`config.mk`:
```
export PLATFORM = sky130hd
export DESIGN_NAME = memCtrl
export DESIGN_NICKNAME = d
export VERILOG_FILES = /design/src/memPkg.sv /design/src/byteSequencer.sv /design/src/memCtrl.sv /design/src/portArbiter.sv /design/src/responseCollector.sv
export SDC_FILE = /design/constraint.sdc
export NUM_CORES = 1
export LEC_CHECK = 0
export ABC_AREA = 1
export BUFFER_PORTS_ARGS = -buffer_cell sky130_fd_sc_hd__buf_2
export CORE_MARGIN = 2
export CORE_UTILIZATION = 48
export CTS_CLUSTER_DIAMETER = 200
export DETAILED_ROUTE_END_ITERATION = 10
export GPL_TIMING_DRIVEN = 0
export PLACE_DENSITY = 0.77
export REMOVE_ABC_BUFFERS = 1
export SLEW_MARGIN = 15
export SYNTH_ARGS = -nofsm -noshare
export SYNTH_HDL_FRONTEND = slang
export SYNTH_SLANG_ARGS = --single-unit
```
`constraint.sdc`:
```
create_clock -name clk -period 3.1 [get_ports clk]
set_input_delay 0.31 -clock clk [delete_from_list [all_inputs] [get_ports clk]]
set_output_delay 0.31 -clock clk [all_outputs]
set_load 0.01 [all_outputs]
```
`src/memPkg.sv`:
```
`default_nettype none

package memPkg;

    // bus widths
    localparam int AddrWidth = 32;
    localparam int DataWidth = 32;
    localparam int ByteWidth = 8;

    // counts 0 to 4
    localparam int StageWidth = 3;

    // bytes per instruction
    localparam int FetchBytes = 4;

    // access size, value is the byte count
    typedef enum logic [2:0] {
        lenByte = 3'd1,
        lenHalf = 3'd2,
        lenWord = 3'd4
    } accessLen;

    typedef enum logic {
        opLoad  = 1'b0,
        opStore = 1'b1
    } memOp;

    // who holds the RAM port
    typedef enum logic [1:0] {
        ownerNone  = 2'd0,
        ownerData  = 2'd1,
        ownerFetch = 2'd2
    } busOwner;

endpackage

`default_nettype wire

```
`src/byteSequencer.sv`:
```
`timescale 1ns/10ps
`default_nettype none

module byteSequencer #(
    parameter int AddrWidth = memPkg::AddrWidth
) (
    input  logic                         clk,
    input  logic                         rst,
    input  logic                         start,
    input  logic [AddrWidth-1:0]         startAddr,
    input  memPkg::accessLen             startLen,
    input  logic                         startWrite,
    input  logic [memPkg::DataWidth-1:0] startWdata,
    input  logic                         hold,
    output logic [AddrWidth-1:0]         memAddr,
    output logic                         memWr,
    output logic [memPkg::ByteWidth-1:0] memDout,
    output logic                         readIssued,
    output logic                         lastIssued
);
    import memPkg::*;

    localparam int LaneBits = $clog2(DataWidth / ByteWidth);

    logic                  active;
    logic [StageWidth-1:0] stage;
    logic                  busy;
    logic                  issue;
    logic                  lastStage;
    logic [ByteWidth-1:0]  laneByte;

    // first byte goes out in the start cycle itself
    assign busy      = start || active;
    assign issue     = busy && !hold;
    assign lastStage = (stage == StageWidth'(startLen - 1));

    // little-endian, consecutive addresses
    assign memAddr  = startAddr + AddrWidth'(stage);
    assign laneByte = startWdata[stage[LaneBits-1:0]*ByteWidth +: ByteWidth];

    assign memWr      = issue && startWrite;
    assign memDout    = memWr ? laneByte : '0;
    assign readIssued = issue && !startWrite;
    assign lastIssued = issue && lastStage;

    always_ff @(posedge clk) begin
        if (rst) begin
            active <= 1'b0;
            stage  <= '0;
        end else if (issue) begin
            if (lastStage) begin
                active <= 1'b0;
                stage  <= '0;
            end else begin
                active <= 1'b1;
                stage  <= stage + 1'b1;
            end
        end else if (start) begin
            // start arrived during hold, keep it pending
            active <= 1'b1;
        end
    end

    // no RAM write while the pipeline is frozen
    noWriteInHold: assert property (@(posedge clk) disable iff (rst)
        hold |-> !memWr)
        else $error("memWr high during hold");

endmodule

`default_nettype wire

```
`src/memCtrl.sv`:
```
`timescale 1ns/10ps
`default_nettype none

module memCtrl #(
    parameter int AddrWidth = memPkg::AddrWidth
) (
    input  logic                         clk,
    input  logic                         rst,
    input  logic                         rdy,
    input  logic                         ioBufferFull,
    // instruction fetch
    input  logic                         fetchEn,
    input  logic [AddrWidth-1:0]         fetchAddr,
    output logic                         fetchDone,
    output logic [memPkg::DataWidth-1:0] fetchInst,
    // data unit
    input  logic                         dataEn,
    input  memPkg::memOp                 dataOp,
    input  memPkg::accessLen             dataLen,
    input  logic [AddrWidth-1:0]         dataAddr,
    input  logic [memPkg::DataWidth-1:0] dataWdata,
    output logic                         dataDone,
    output logic [memPkg::DataWidth-1:0] dataRdata,
    // byte RAM
    input  logic [memPkg::ByteWidth-1:0] memDin,
    output logic [AddrWidth-1:0]         memAddr,
    output logic                         memWr,
    output logic [memPkg::ByteWidth-1:0] memDout,
    output memPkg::busOwner              busOwner
);
    import memPkg::*;

    logic                 start;
    logic [AddrWidth-1:0] startAddr;
    accessLen             startLen;
    logic                 startWrite;
    logic [DataWidth-1:0] startWdata;
    logic                 hold;
    logic                 readIssued;
    logic                 lastIssued;

    portArbiter #(
        .AddrWidth(AddrWidth)
    ) uArbiter (
        .clk         (clk),
        .rst         (rst),
        .rdy         (rdy),
        .ioBufferFull(ioBufferFull),
        .fetchEn     (fetchEn),
        .fetchAddr   (fetchAddr),
        .dataEn      (dataEn),
        .dataOp      (dataOp),
        .dataLen     (dataLen),
        .dataAddr    (dataAddr),
        .dataWdata   (dataWdata),
        .fetchDone   (fetchDone),
        .dataDone    (dataDone),
        .start       (start),
        .startAddr   (startAddr),
        .startLen    (startLen),
        .startWrite  (startWrite),
        .startWdata  (startWdata),
        .owner       (busOwner),
        .hold        (hold)
    );

    byteSequencer #(
        .AddrWidth(AddrWidth)
    ) uSequencer (
        .clk       (clk),
        .rst       (rst),
        .start     (start),
        .startAddr (startAddr),
        .startLen  (startLen),
        .startWrite(startWrite),
        .startWdata(startWdata),
        .hold      (hold),
        .memAddr   (memAddr),
        .memWr     (memWr),
        .memDout   (memDout),
        .readIssued(readIssued),
        .lastIssued(lastIssued)
    );

    // owner steers the returned word to fetch or data
    responseCollector uCollector (
        .clk       (clk),
        .rst       (rst),
        .owner     (busOwner),
        .readIssued(readIssued),
        .lastIssued(lastIssued),
        .memDin    (memDin),
        .startWrite(startWrite),
        .fetchDone (fetchDone),
        .fetchInst (fetchInst),
        .dataDone  (dataDone),
        .dataRdata (dataRdata)
    );

endmodule

`default_nettype wire

```
`src/portArbiter.sv`:
```
`timescale 1ns/10ps
`default_nettype none

module portArbiter #(
    parameter int AddrWidth = memPkg::AddrWidth
) (
    input  logic                         clk,
    input  logic                         rst,
    input  logic                         rdy,
    input  logic                         ioBufferFull,
    input  logic                         fetchEn,
    input  logic [AddrWidth-1:0]         fetchAddr,
    input  logic                         dataEn,
    input  memPkg::memOp                 dataOp,
    input  memPkg::accessLen             dataLen,
    input  logic [AddrWidth-1:0]         dataAddr,
    input  logic [memPkg::DataWidth-1:0] dataWdata,
    input  logic                         fetchDone,
    input  logic                         dataDone,
    output logic                         start,
    output logic [AddrWidth-1:0]         startAddr,
    output memPkg::accessLen             startLen,
    output logic                         startWrite,
    output logic [memPkg::DataWidth-1:0] startWdata,
    output memPkg::busOwner              owner,
    output logic                         hold
);
    import memPkg::*;

    logic idle;
    logic grant;
    logic doneSeen;

    // pipeline stall or full I/O buffer freezes all progress
    assign hold = !rdy || ioBufferFull;

    assign idle  = (owner == ownerNone);
    assign grant = idle && !hold && (dataEn || fetchEn);

    // only the owner's own strobe releases the port
    assign doneSeen = (owner == ownerData && dataDone) ||
                      (owner == ownerFetch && fetchDone);

    always_ff @(posedge clk) begin
        if (rst) begin
            owner      <= ownerNone;
            start      <= 1'b0;
            startAddr  <= '0;
            startLen   <= lenByte;
            startWrite <= 1'b0;
        end else begin
            start <= grant;
            if (grant) begin
                // data side wins when both wait
                if (dataEn) begin
                    owner      <= ownerData;
                    startAddr  <= dataAddr;
                    startLen   <= dataLen;
                    startWrite <= (dataOp == opStore);
                end else begin
                    owner      <= ownerFetch;
                    startAddr  <= fetchAddr;
                    startLen   <= accessLen'(FetchBytes);
                    startWrite <= 1'b0;
                end
            end else if (doneSeen) begin
                owner <= ownerNone;
            end
        end
    end

    // store data taken with the data grant
    always_ff @(posedge clk) begin
        if (grant && dataEn) begin
            startWdata <= dataWdata;
        end
    end

    // handover between requesters always passes through none
    ownerHandover: assert property (@(posedge clk) disable iff (rst)
        (owner != ownerNone) |=> (owner == $past(owner)) || (owner == ownerNone))
        else $error("owner switched requesters without release");

endmodule

`default_nettype wire

```
`src/responseCollector.sv`:
```
`timescale 1ns/10ps
`default_nettype none

module responseCollector (
    input  logic                         clk,
    input  logic                         rst,
    input  memPkg::busOwner              owner,
    input  logic                         readIssued,
    input  logic                         lastIssued,
    input  logic [memPkg::ByteWidth-1:0] memDin,
    input  logic                         startWrite,
    output logic                         fetchDone,
    output logic [memPkg::DataWidth-1:0] fetchInst,
    output logic                         dataDone,
    output logic [memPkg::DataWidth-1:0] dataRdata
);
    import memPkg::*;

    localparam int LaneBits = $clog2(DataWidth / ByteWidth);

    logic                 pendRead;
    logic                 pendLast;
    logic [LaneBits-1:0]  byteCnt;
    logic [DataWidth-1:0] word;
    logic [DataWidth-1:0] nextWord;
    logic                 writeLast;

    assign writeLast = lastIssued && startWrite;

    // first byte clears the upper lanes, so loads come out zero-extended
    always_comb begin
        nextWord = (byteCnt == '0) ? '0 : word;
        nextWord[byteCnt*ByteWidth +: ByteWidth] = memDin;
    end

    always_ff @(posedge clk) begin
        if (rst) begin
            pendRead  <= 1'b0;
            pendLast  <= 1'b0;
            byteCnt   <= '0;
            fetchDone <= 1'b0;
            dataDone  <= 1'b0;
        end else begin
            // RAM answers one cycle after the address
            pendRead  <= readIssued;
            pendLast  <= readIssued && lastIssued;
            fetchDone <= 1'b0;
            dataDone  <= 1'b0;
            if (pendRead) begin
                byteCnt <= pendLast ? '0 : byteCnt + 1'b1;
            end
            if (pendLast) begin
                fetchDone <= (owner == ownerFetch);
                dataDone  <= (owner == ownerData);
            end else if (writeLast) begin
                // store done right after its final byte
                dataDone <= (owner == ownerData);
            end
        end
    end

    always_ff @(posedge clk) begin
        if (pendRead) begin
            word <= nextWord;
        end
        if (pendLast && owner == ownerFetch) begin
            fetchInst <= nextWord;
        end
        if (pendLast && owner == ownerData) begin
            dataRdata <= nextWord;
        end
    end

    // one strobe per transfer
    singleDone: assert property (@(posedge clk) disable iff (rst)
        !(fetchDone && dataDone))
        else $error("fetchDone and dataDone high together");

endmodule

`default_nettype wire

```
Yosys cells after proc, flatten, opt, wreduce, memory -nomap -nowiden
Index checks and enable logic that the tools add are counted.
{"block": "op_classes", "n_addsub": 5, "eq_ne": 3, "n_shift": 3, "n_mux": 16, "bitwise_logic": 1, "n_reduce_logical": 25}
{"op": "32-bit two-way mux", "n": 2}
{"op": "5-bit negation with 34-bit output", "n": 1}
{"op": "8-bit by 34-bit variable shift with 32-bit output (first input constant)", "n": 1}
{"op": "8-bit by 34-bit variable part select with 32-bit output", "n": 1}
{"op": "32-bit by 3-bit adder with 32-bit output", "n": 1}
{"op": "32-bit bitwise mux", "n": 1}
{"op": "32-bit by 6-bit variable part select with 8-bit output", "n": 1}
{"op": "1-bit logical AND", "n": 13}
{"op": "2-bit two-way mux", "n": 4}
{"op": "8-bit two-way mux", "n": 1}
{"op": "1-bit two-way mux", "n": 6}
{"op": "3-bit two-way mux", "n": 2}
{"op": "2-bit logical NOT", "n": 2}
{"op": "1-bit logical OR", "n": 4}
{"op": "2-bit nonzero test", "n": 2}
{"op": "3-bit by 1-bit adder with 3-bit output (second input constant)", "n": 1}
{"op": "3-bit equality test", "n": 1}
{"op": "1-bit logical NOT", "n": 3}
{"op": "3-bit by 1-bit subtractor with 3-bit output (second input constant)", "n": 1}
{"op": "2-bit by 1-bit adder with 2-bit output (second input constant)", "n": 1}
{"op": "2-bit by 1-bit equality test with 1-bit output (second input constant)", "n": 1}
{"op": "2-bit equality test (second input constant)", "n": 1}
{"op": "2-bit OR reduction", "n": 1}
{"op": "1-bit inverter", "n": 1}
{"block": "totals", "reg_bits": 177, "in_bits": 114, "output_inout_bits": 109, "wordCells": 69}

Longest topological paths before layout
Gate-level depths: netlist (run 1).
{"block": "depth", "word_depth": 8, "mapped_depth": 9, "depth_no_buf": 9}

Cells and area by module
Synthesis (run 1) repeated with hierarchy kept, for this count alone.
{"block": "hier_totals", "hier_cells": 919, "area_unflattened_um2": 8190.4}
{"module": "responseCollector", "n_inst": 1, "cells_per_inst": 266, "area_per_inst_um2": 3757.4, "seq_area_each_um2": 3002.9}
{"module": "portArbiter", "n_inst": 1, "cells_per_inst": 326, "area_per_inst_um2": 2862.7, "seq_area_each_um2": 1741.7}
{"module": "byteSequencer", "n_inst": 1, "cells_per_inst": 327, "area_per_inst_um2": 1570.3, "seq_area_each_um2": 80.1}

Worst setup path before layout (run 1)
OpenSTA, ideal clock, no wires.
{"block": "synth_path", "path_type": "register to register", "startpoint": "register uArbiter.owner[1]", "endpoint": "register uCollector.fetchInst[0] in the netlist's numbering (enable)", "setup_time_ns": 0.461, "arrival_time_ns": 2.882, "slack_ns": -0.243, "stages_incl_launch_ff": 3, "n_path_buf": 0, "path_cell_list": "dfxtp_1 -> inv_1 -> nor3_1"}
{"block": "synth_via", "elab_chain_cells": 2}
{"item": "start, declared", "line_no": "portArbiter.sv:25", "source": "output memPkg::busOwner owner,"}
{"item": "start signal, assigned", "line_no": "portArbiter.sv:46", "source": "owner <= ownerNone;"}
{"item": "start signal, assigned", "line_no": "portArbiter.sv:56", "source": "owner <= ownerData;"}
{"item": "start signal, assigned", "line_no": "portArbiter.sv:61", "source": "owner <= ownerFetch;"}
{"item": "2-bit equality test", "line_no": "responseCollector.sv:66", "source": "if (pendLast && owner == ownerFetch) begin"}
{"item": "1-bit logical AND", "line_no": "responseCollector.sv:66"}
{"item": "end signal, assigned", "line_no": "responseCollector.sv:67", "source": "fetchInst <= nextWord;"}
{"item": "end, declared", "line_no": "responseCollector.sv:13", "source": "output logic [memPkg::DataWidth-1:0] fetchInst,"}
No other way between the ends.
A chain may end at the register's enable or synchronous reset.

Worst setup path after layout (run 1)
{"block": "layout_path", "startpoint": "register uSequencer.stage[0]", "endpoint": "output port memAddr[16]"}
{"block": "layout_via", "elab_chain_cells": 1}
{"item": "start, declared", "line_no": "byteSequencer.sv:26", "source": "logic [StageWidth-1:0] stage;"}
{"item": "start signal, assigned", "line_no": "byteSequencer.sv:56", "source": "stage <= stage + 1'b1;"}
{"item": "32-bit by 3-bit adder with 32-bit output", "line_no": "byteSequencer.sv:38", "source": "assign memAddr = startAddr + AddrWidth'(stage);"}
{"item": "end, declared", "line_no": "memCtrl.sv:26", "source": "output logic [AddrWidth-1:0] memAddr,"}
No other way between the ends.

==> flow_summary_export.csv, run 1 <==
group,metric,value,unit
setup_path,r2r_cells,3,
detailed_routing,routedWlPerCell,14.84,µm
cts,ctsLongestPathBuffers,2,
sta,max_freq,350.4,MHz
layout,drive_gt1_frac,0.3189,
layout,seq_area,4827,µm²
place,place_area,9425,µm²
detailed_routing,vias,6446,
setup_path,required,2790,ps
place,place_ws,-31.13,ps
detailed_routing,ant_nets,0,
min_path,min_to,"uArbiter.startWdata[12]$_DFFE_PP_",
power_and_ir_drop,netSwitchingPower,1233,µW
global_route,antenna_found_initial,1,
layout,fin_nets,1172,
outcome,status,"complete, no violations",
global_route,grt_use_met1,0.2730,
yosys,ys_types,39,
power_and_ir_drop,cellInternalPower,3935,µW
cts,cts_made_buffers,17,
layout,post-route-util,0.6065,
setup_path,endpoint_kind,"output port",
cts,htree_num_levels,4,
yosys,syn-cell-area,8164,µm²
cts,cts_num_sinks,177,
sta,finalMaxSlewViolations,0,
place,post-dp-hpwl,13450,µm
power_and_ir_drop,combPwrFrac,0.069,
power_and_ir_drop,p_per_area,513.8,nW/µm²
layout,multi_input_area,2945,µm²
cts,path_clk_slew,70,ps
setup_path,cp.arrival,2540,ps
sta,worst_pin_slew,1079,ps
layout,area_delta_synth_final,23.20,%
cts,clkLatencyLatePin,430,ps
setup_path,r2r_slack,500,ps
sta,hold_viol_final,0,
sta,min_period,2854,ps
power_and_ir_drop,switching_share,0.2385,
yosys,netlist.area_leader.share,0.4708,
setup_path,start_kind,"flop",
power_and_ir_drop,pwr-share-clk,0.425,
floorplanning,die_h,134.4,µm
sta,setup_viol,0,
floorplanning,io_pins,223,
power_and_ir_drop,leakagePower,0.004175,µW
layout,final_cell_mix,"245 x nand2_1, 222 x buf_2, 128 x edfxtp_1",
min_path,hold_path.class,"in -> reg",
setup_path,r2r-start,"uArbiter.owner[0]$_SDFFE_PP0P_",
layout,final_area,10060,µm²
global_route,grt_pass1_wl,29700,µm
min_path,worstHoldPathCells,1,
place,io_buffers,222,
layout,n_fill_cell,1408,
place,gp_congestion,0.9257,
floorplanning,initial_core_util,0.4923,
floorplanning,row_count,47,
sta,setup_slack,246.4,ps
power_and_ir_drop,peakVddDrop,0.3916,mV
cts,cts-root-buf,"clkbuf_16",
detailed_routing,drc,0,
yosys,postSynthAreaPerCell,9.801,µm²
sta,tns,0,ps
yosys,synth_cells,833,
floorplanning,dieWidth,134.4,µm
yosys,synth_top_area_cell,"edfxtp_1",
power_and_ir_drop,power_frac_seq,0.505,
sta,period_share,0.9205,
floorplanning,core,16580,µm²
detailed_routing,wirelength,19010,µm
setup_path,r2r_end,"uArbiter.startWdata[16]$_DFFE_PP_",
layout,final_common_cell,"nand2_1",
setup_path,crit_fanout,21,
flow_run,drv_cap,0,
global_route,grt_busiest_layer,"met2",
detailed_routing,first_pass_iters,5,
sta,rsz0062_at_grt,"false",
yosys,yosys_warnings,0,
global_route,grt_pass1_vias,6108,
global_route,overflow,0,
sta,skew,8.135,ps
sta,relSlewSlack,0.2807,
global_route,met2_usage,0.3631,
detailed_routing,via_per_inst,5.032,
yosys,ys_seq_elements,177,
detailed_routing,drtIter0Drc,473,
setup_path,criticalPathCategory,"reg -> out",
floorplanning,dieArea,18070,µm²
global_route,grt_max_degree,47,
min_path,hold_start,"dataWdata[12]",
global_route,grt.total_usage,0.2120,
cts,cts_tree,"built",
yosys,synthTopCellsByArea,"edfxtp_1 47%, dfxtp_1 12%, nand2_1 11%",
global_route,grt_use_met3,0.04611,
yosys,seq_area_frac_synth,0.5910,
power_and_ir_drop,power,5168,µW
[Yosys cell counts (all sizes together)]
cell type  count
a211oi         2
a21boi         1
a21oi         48
buf           22
clkbuf        10
clkinv         1
dfxtp         49
edfxtp       128
fa             1
ha            10
inv           59
nand2        271
nand3         44
nand3b        15
nand4          3
nor2          91
nor3           3
nor4           1
o21a           1
o21ai         19
o22ai         32
or2            4
xnor2          8
xor2          10
[cell type report]
type	instances	area share
inverters	60	0.02239
clock inverters	15	0.01916
repair buffers	226	0.1158
diodes	1	0.0002488
well taps	220	0.02737
flip-flops and latches	177	0.4799
multi-input cells	565	0.2928
clock buffers	17	0.04229
[logic make-up (layout without fill, tap and decap cells)]
family          after synthesis  count (layout)  synth area share
simple gates                432             433            0.2408
compound gates              103             103           0.07908
other cells                   0               1                 0
buf+inv                      92             318           0.05119
xor+xnor                     18              18           0.02023
fa+ha+maj                    11              11           0.01778
flops                       177             177            0.5910
[worst max path at each step]
| stage | slack [ps] | to | startpoint | cells after the start |
|---|---|---|---|---|
| floorplan | -240 | uCollector.fetchInst[0]$_DFFE_PP_ | uArbiter.owner[1]$_SDFFE_PP0P_ | 2 |
| global route | 50 | memAddr[26] | uSequencer.stage[0]$_SDFFE_PP0N_ | 10 |
| CTS | 140 | uArbiter.startWdata[18]$_DFFE_PP_ | uArbiter.owner[0]$_SDFFE_PP0P_ | 3 |
| global placement | -1690 | uCollector.fetchInst[16]$_DFFE_PP_ | uArbiter.owner[1]$_SDFFE_PP0P_ | 2 |
| detailed placement | -30 | uArbiter.startWdata[12]$_DFFE_PP_ | dataEn | 5 |
| finish | 250 | memAddr[16] | uSequencer.stage[0]$_SDFFE_PP0N_ | 8 |
[routing by layer]
metal  wire length, µm  up-vias
met1              8158     2968
met4               185        0
met5                 0        -
met2              9421      249
met3              1242       17
li1                  -     3212
[registers in the layout (all words and copies together) (netlist names)]
name and cells:
uArbiter.startAddr 32, uArbiter.startWdata 32, uCollector.dataRdata 32, uCollector.fetchInst 32, uCollector.word 32, uArbiter.startLen 3
uSequencer.stage 3, uArbiter.owner 2, uCollector.byteCnt 2, uArbiter.start 1, uArbiter.startWrite 1, uCollector.dataDone 1
uCollector.fetchDone 1, uCollector.pendLast 1, uCollector.pendRead 1, uSequencer.active 1
[per-stage QoR]
step / instances / hold WS (ps)
detailed placement: 1247 / 457.2
floorplan: 801 / 372.4
global placement: 1243 / 452.4
finish: 1281 / 47.34
CTS: 1279 / 38.15
global route: 1280 / 31.93
[power by group through the flow]
stage	registers, µW	logic (µW)	clock network (µW)
after global routing	2620	401	2330
after detailed placement	2660	354	0
after CTS	2610	356	2240
final	2610	357	2200
after floorplan	2650	189	0
after global placement	2660	345	0
[critical path, cell delays in order, from the launching register on]
cell and delay [ps]:
dfxtp_2 640, ha_1 290, fa_1 230, nand2_1 80, a21boi_1 200, nand2_1 170, nor2_1 180, xor2_1 180
buf_2 150
[repair_timing]
item	CTS	global route
setup endpoints to repair	2	37
buffers inserted	0	0
hold buffers	0	0
pin swaps	0	1
gates resized for setup	1	1
cloned	0	1
Power figures use the tool's default switching activity.
==> inputs of run 2 (changes only) <==
Settings changed: CAP_MARGIN set to 25, CORE_ASPECT_RATIO set to 1.4.
==> run 2 against run 1 <==
Sequential cell count unchanged; cell count down 1.3%; combinational power is 2% lower; sequential power hardly changed; worst hold slack better by 1.2 ps; clock skew up 8.6 ps; via count shrank 1.4%; core utilization shrank 0.31 points; worst setup slack improved by 6.7 ps; sequential share of layout area about the same.
==> flow_summary_export.csv, run 2 (same netlist as run 1, synthesis figures left out) <==
group,metric,value,unit
outcome,status,"complete, no violations",
floorplanning,initial_core_util,0.4896,
layout,fin_nets,1173,
power_and_ir_drop,peakVddDrop,0.3453,mV
sta,period_share,0.9183,
place,dp_cells,1230,
layout,antenna_cells,0,
cts,cts_made_buffers,17,
floorplanning,core,16680,µm²
sta,rsz0062_at_grt,"false",
setup_path,cp_cell_sequence,"ha_1 -> fa_1 -> nand2_1 -> a21boi_1 -> nand2_1 -> nor2_1 -> xor2_1 -> buf_2",
setup_path,crit_slowest_cell,"dfxtp_2",
sta,skew,16.75,ps
floorplanning,dieArea,18080,µm²
sta,min_period,2847,ps
sta,setup_viol,0,
detailed_routing,drc,0,
global_route,overflow,0,
setup_path,required,2790,ps
power_and_ir_drop,p_per_area,511.1,nW/µm²
setup_path,cpMostUsedCell,"nand2_1",
cts,path_clk_slew,80,ps
min_path,hold_path.class,"in -> reg",
detailed_routing,via_per_inst,5.026,
setup_path,crit_fanout,21,
global_route,grt_max_degree,47,
place,io_buffers,222,
setup_path,r2r_cells,4,
cts,ctsLongestPathBuffers,2,
setup_path,criticalPathCategory,"reg -> out",
sta,hold_viol_final,0,
sta,setup_slack,253.1,ps
sta,finalMaxSlewViolations,0,
detailed_routing,drtIter0Drc,277,
global_route,grt_pass1_vias,6006,
min_path,hold_start,"dataWdata[2]",
detailed_routing,ant_nets,0,
place,gp_congestion,0.8902,
floorplanning,dieWidth,114.2,µm
detailed_routing,routedWlPerCell,14.26,µm
detailed_routing,vias,6353,
cts,ctsHoldBuffers,0,
setup_path,r2r_slack,560,ps
sta,max_freq,351.3,MHz
setup_path,cp.arrival,2540,ps
place,post-dp-hpwl,13190,µm
cts,cts-root-buf,"clkbuf_16",
setup_path,start_kind,"flop",
min_path,min_to,"uArbiter.startWdata[2]$_DFFE_PP_",
sta,relSlewSlack,0.4593,
setup_path,r2r_end,"uArbiter.startWdata[17]$_DFFE_PP_",
setup_path,critical-path-max-stage-delay,620,ps
min_path,worstHoldPathCells,1,
flow_run,drv_cap,0,
sta,worst_pin_slew,809.2,ps
layout,drive_gt1_frac,0.3195,
detailed_routing,first_pass_iters,5,
global_route,grt_pass1_wl,28490,µm
floorplanning,row_count,56,
global_route,antenna_found_initial,0,
layout,final_cell_mix,"245 x nand2_1, 222 x buf_2, 128 x edfxtp_1",
floorplanning,io_pins,223,
layout,area_delta_synth_final,23.25,%
detailed_routing,wirelength,18030,µm
setup_path,endpoint_kind,"output port",
layout,stdcell_count,1264,
layout,n_fill_cell,1428,
cts,cts_tree,"built",
cts,clkLatencyLatePin,430,ps
place,place_ws,-107.3,ps
cts,htree_num_levels,4,
layout,final_common_cell,"nand2_1",
setup_path,r2r-start,"uArbiter.owner[0]$_SDFFE_PP0P_",
floorplanning,die_h,158.3,µm
power_and_ir_drop,leakagePower,0.004200,µW
cts,cts_num_sinks,177,
global_route,grt.total_usage,0.2018,
-- run 2: cell count changes in the layout (fill, tap and decap cells not counted), moves of 2 or more --
cell        before  now
clkinvlp_4       3    1
inv_12           0    2
buf_6            3    1
clkinv_4         2    0
bufinv_16        2    0
inv_8            3    5
buf_4            0    2
-- run 2: area by class of cell --
cell class / count / area (µm²) / area share
clock buffer: 17 / 425.4 / 0.04228
clock inverter: 15 / 191.4 / 0.01903
inverter: 60 / 225.2 / 0.02238
multi-input combinational: 564 / 2934 / 0.2916
sequential: 177 / 4827 / 0.4797
tap: 203 / 254.0 / 0.02524
timing repair buffer: 228 / 1205 / 0.1197
-- run 2: worst max-delay path: cells and delay by family (launching register included) --
family          cells  cell delay [ps]
flops               1              620
fa+ha+maj           2              510
simple gates        3              460
compound gates      1              210
xor+xnor            1              170
buf+inv             1              150
-- run 2: worst max-delay path by stage --
| stage | depth (start not counted) | startpoint | end | slack [ps] |
|---|---|---|---|---|
| 2_1_floorplan | 2 | uArbiter.owner[1]$_SDFFE_PP0P_ | uCollector.fetchInst[0]$_DFFE_PP_ | -240 |
| 3_3_place_gp | 2 | uArbiter.owner[1]$_SDFFE_PP0P_ | uCollector.fetchInst[11]$_DFFE_PP_ | -1340 |
| 3_5_place_dp | 8 | ioBufferFull | uArbiter.startWrite$_SDFFE_PP0P_ | -110 |
| 4_1_cts | 5 | uArbiter.owner[0]$_SDFFE_PP0P_ | uArbiter.startWrite$_SDFFE_PP0P_ | 70 |
| 5_1_grt | 8 | uSequencer.stage[0]$_SDFFE_PP0N_ | memAddr[16] | 20 |
| 6_report | 8 | uSequencer.stage[0]$_SDFFE_PP0N_ | memAddr[16] | 250 |
-- run 2: power by group --
group / internal (µW) / total [µW] / switching [µW]
clock network: 1120 / 2180 / 1060
registers: 2570 / 2610 / 44.2
logic: 144 / 351 / 206
-- run 2: routing by layer --
metal | share of wire | up-vias | global-route usage
li1 | - | 3213 | -
met1 | 0.41 | 2883 | 0.2407
met2 | 0.52 | 226 | 0.3588
met3 | 0.044 | 31 | 0.03312
met4 | 0.026 | 0 | 0.08769
met5 | 0 | - | 0
-- run 2: timing repair --
item / CTS / global route
setup buffers: 0 / 0
endpoints found under the setup margin: 4 / 0
resized for setup: 1 / 0
-- run 2: stage by stage --
stage	power (µW)	instance area [µm²]	TNS (ps)	hold slack, ps	utilization
2_1_floorplan	2842	7971	-7768	372.4	-
3_3_place_gp	3003	9336	-45610	454.0	0.5599
3_5_place_dp	3012	9404	-3289	463.2	0.5639
4_1_cts	5183	10020	0	40.04	0.6010
5_1_grt	5317	10060	0	35.04	0.6034
6_report	5143	10060	0	48.57	0.6034
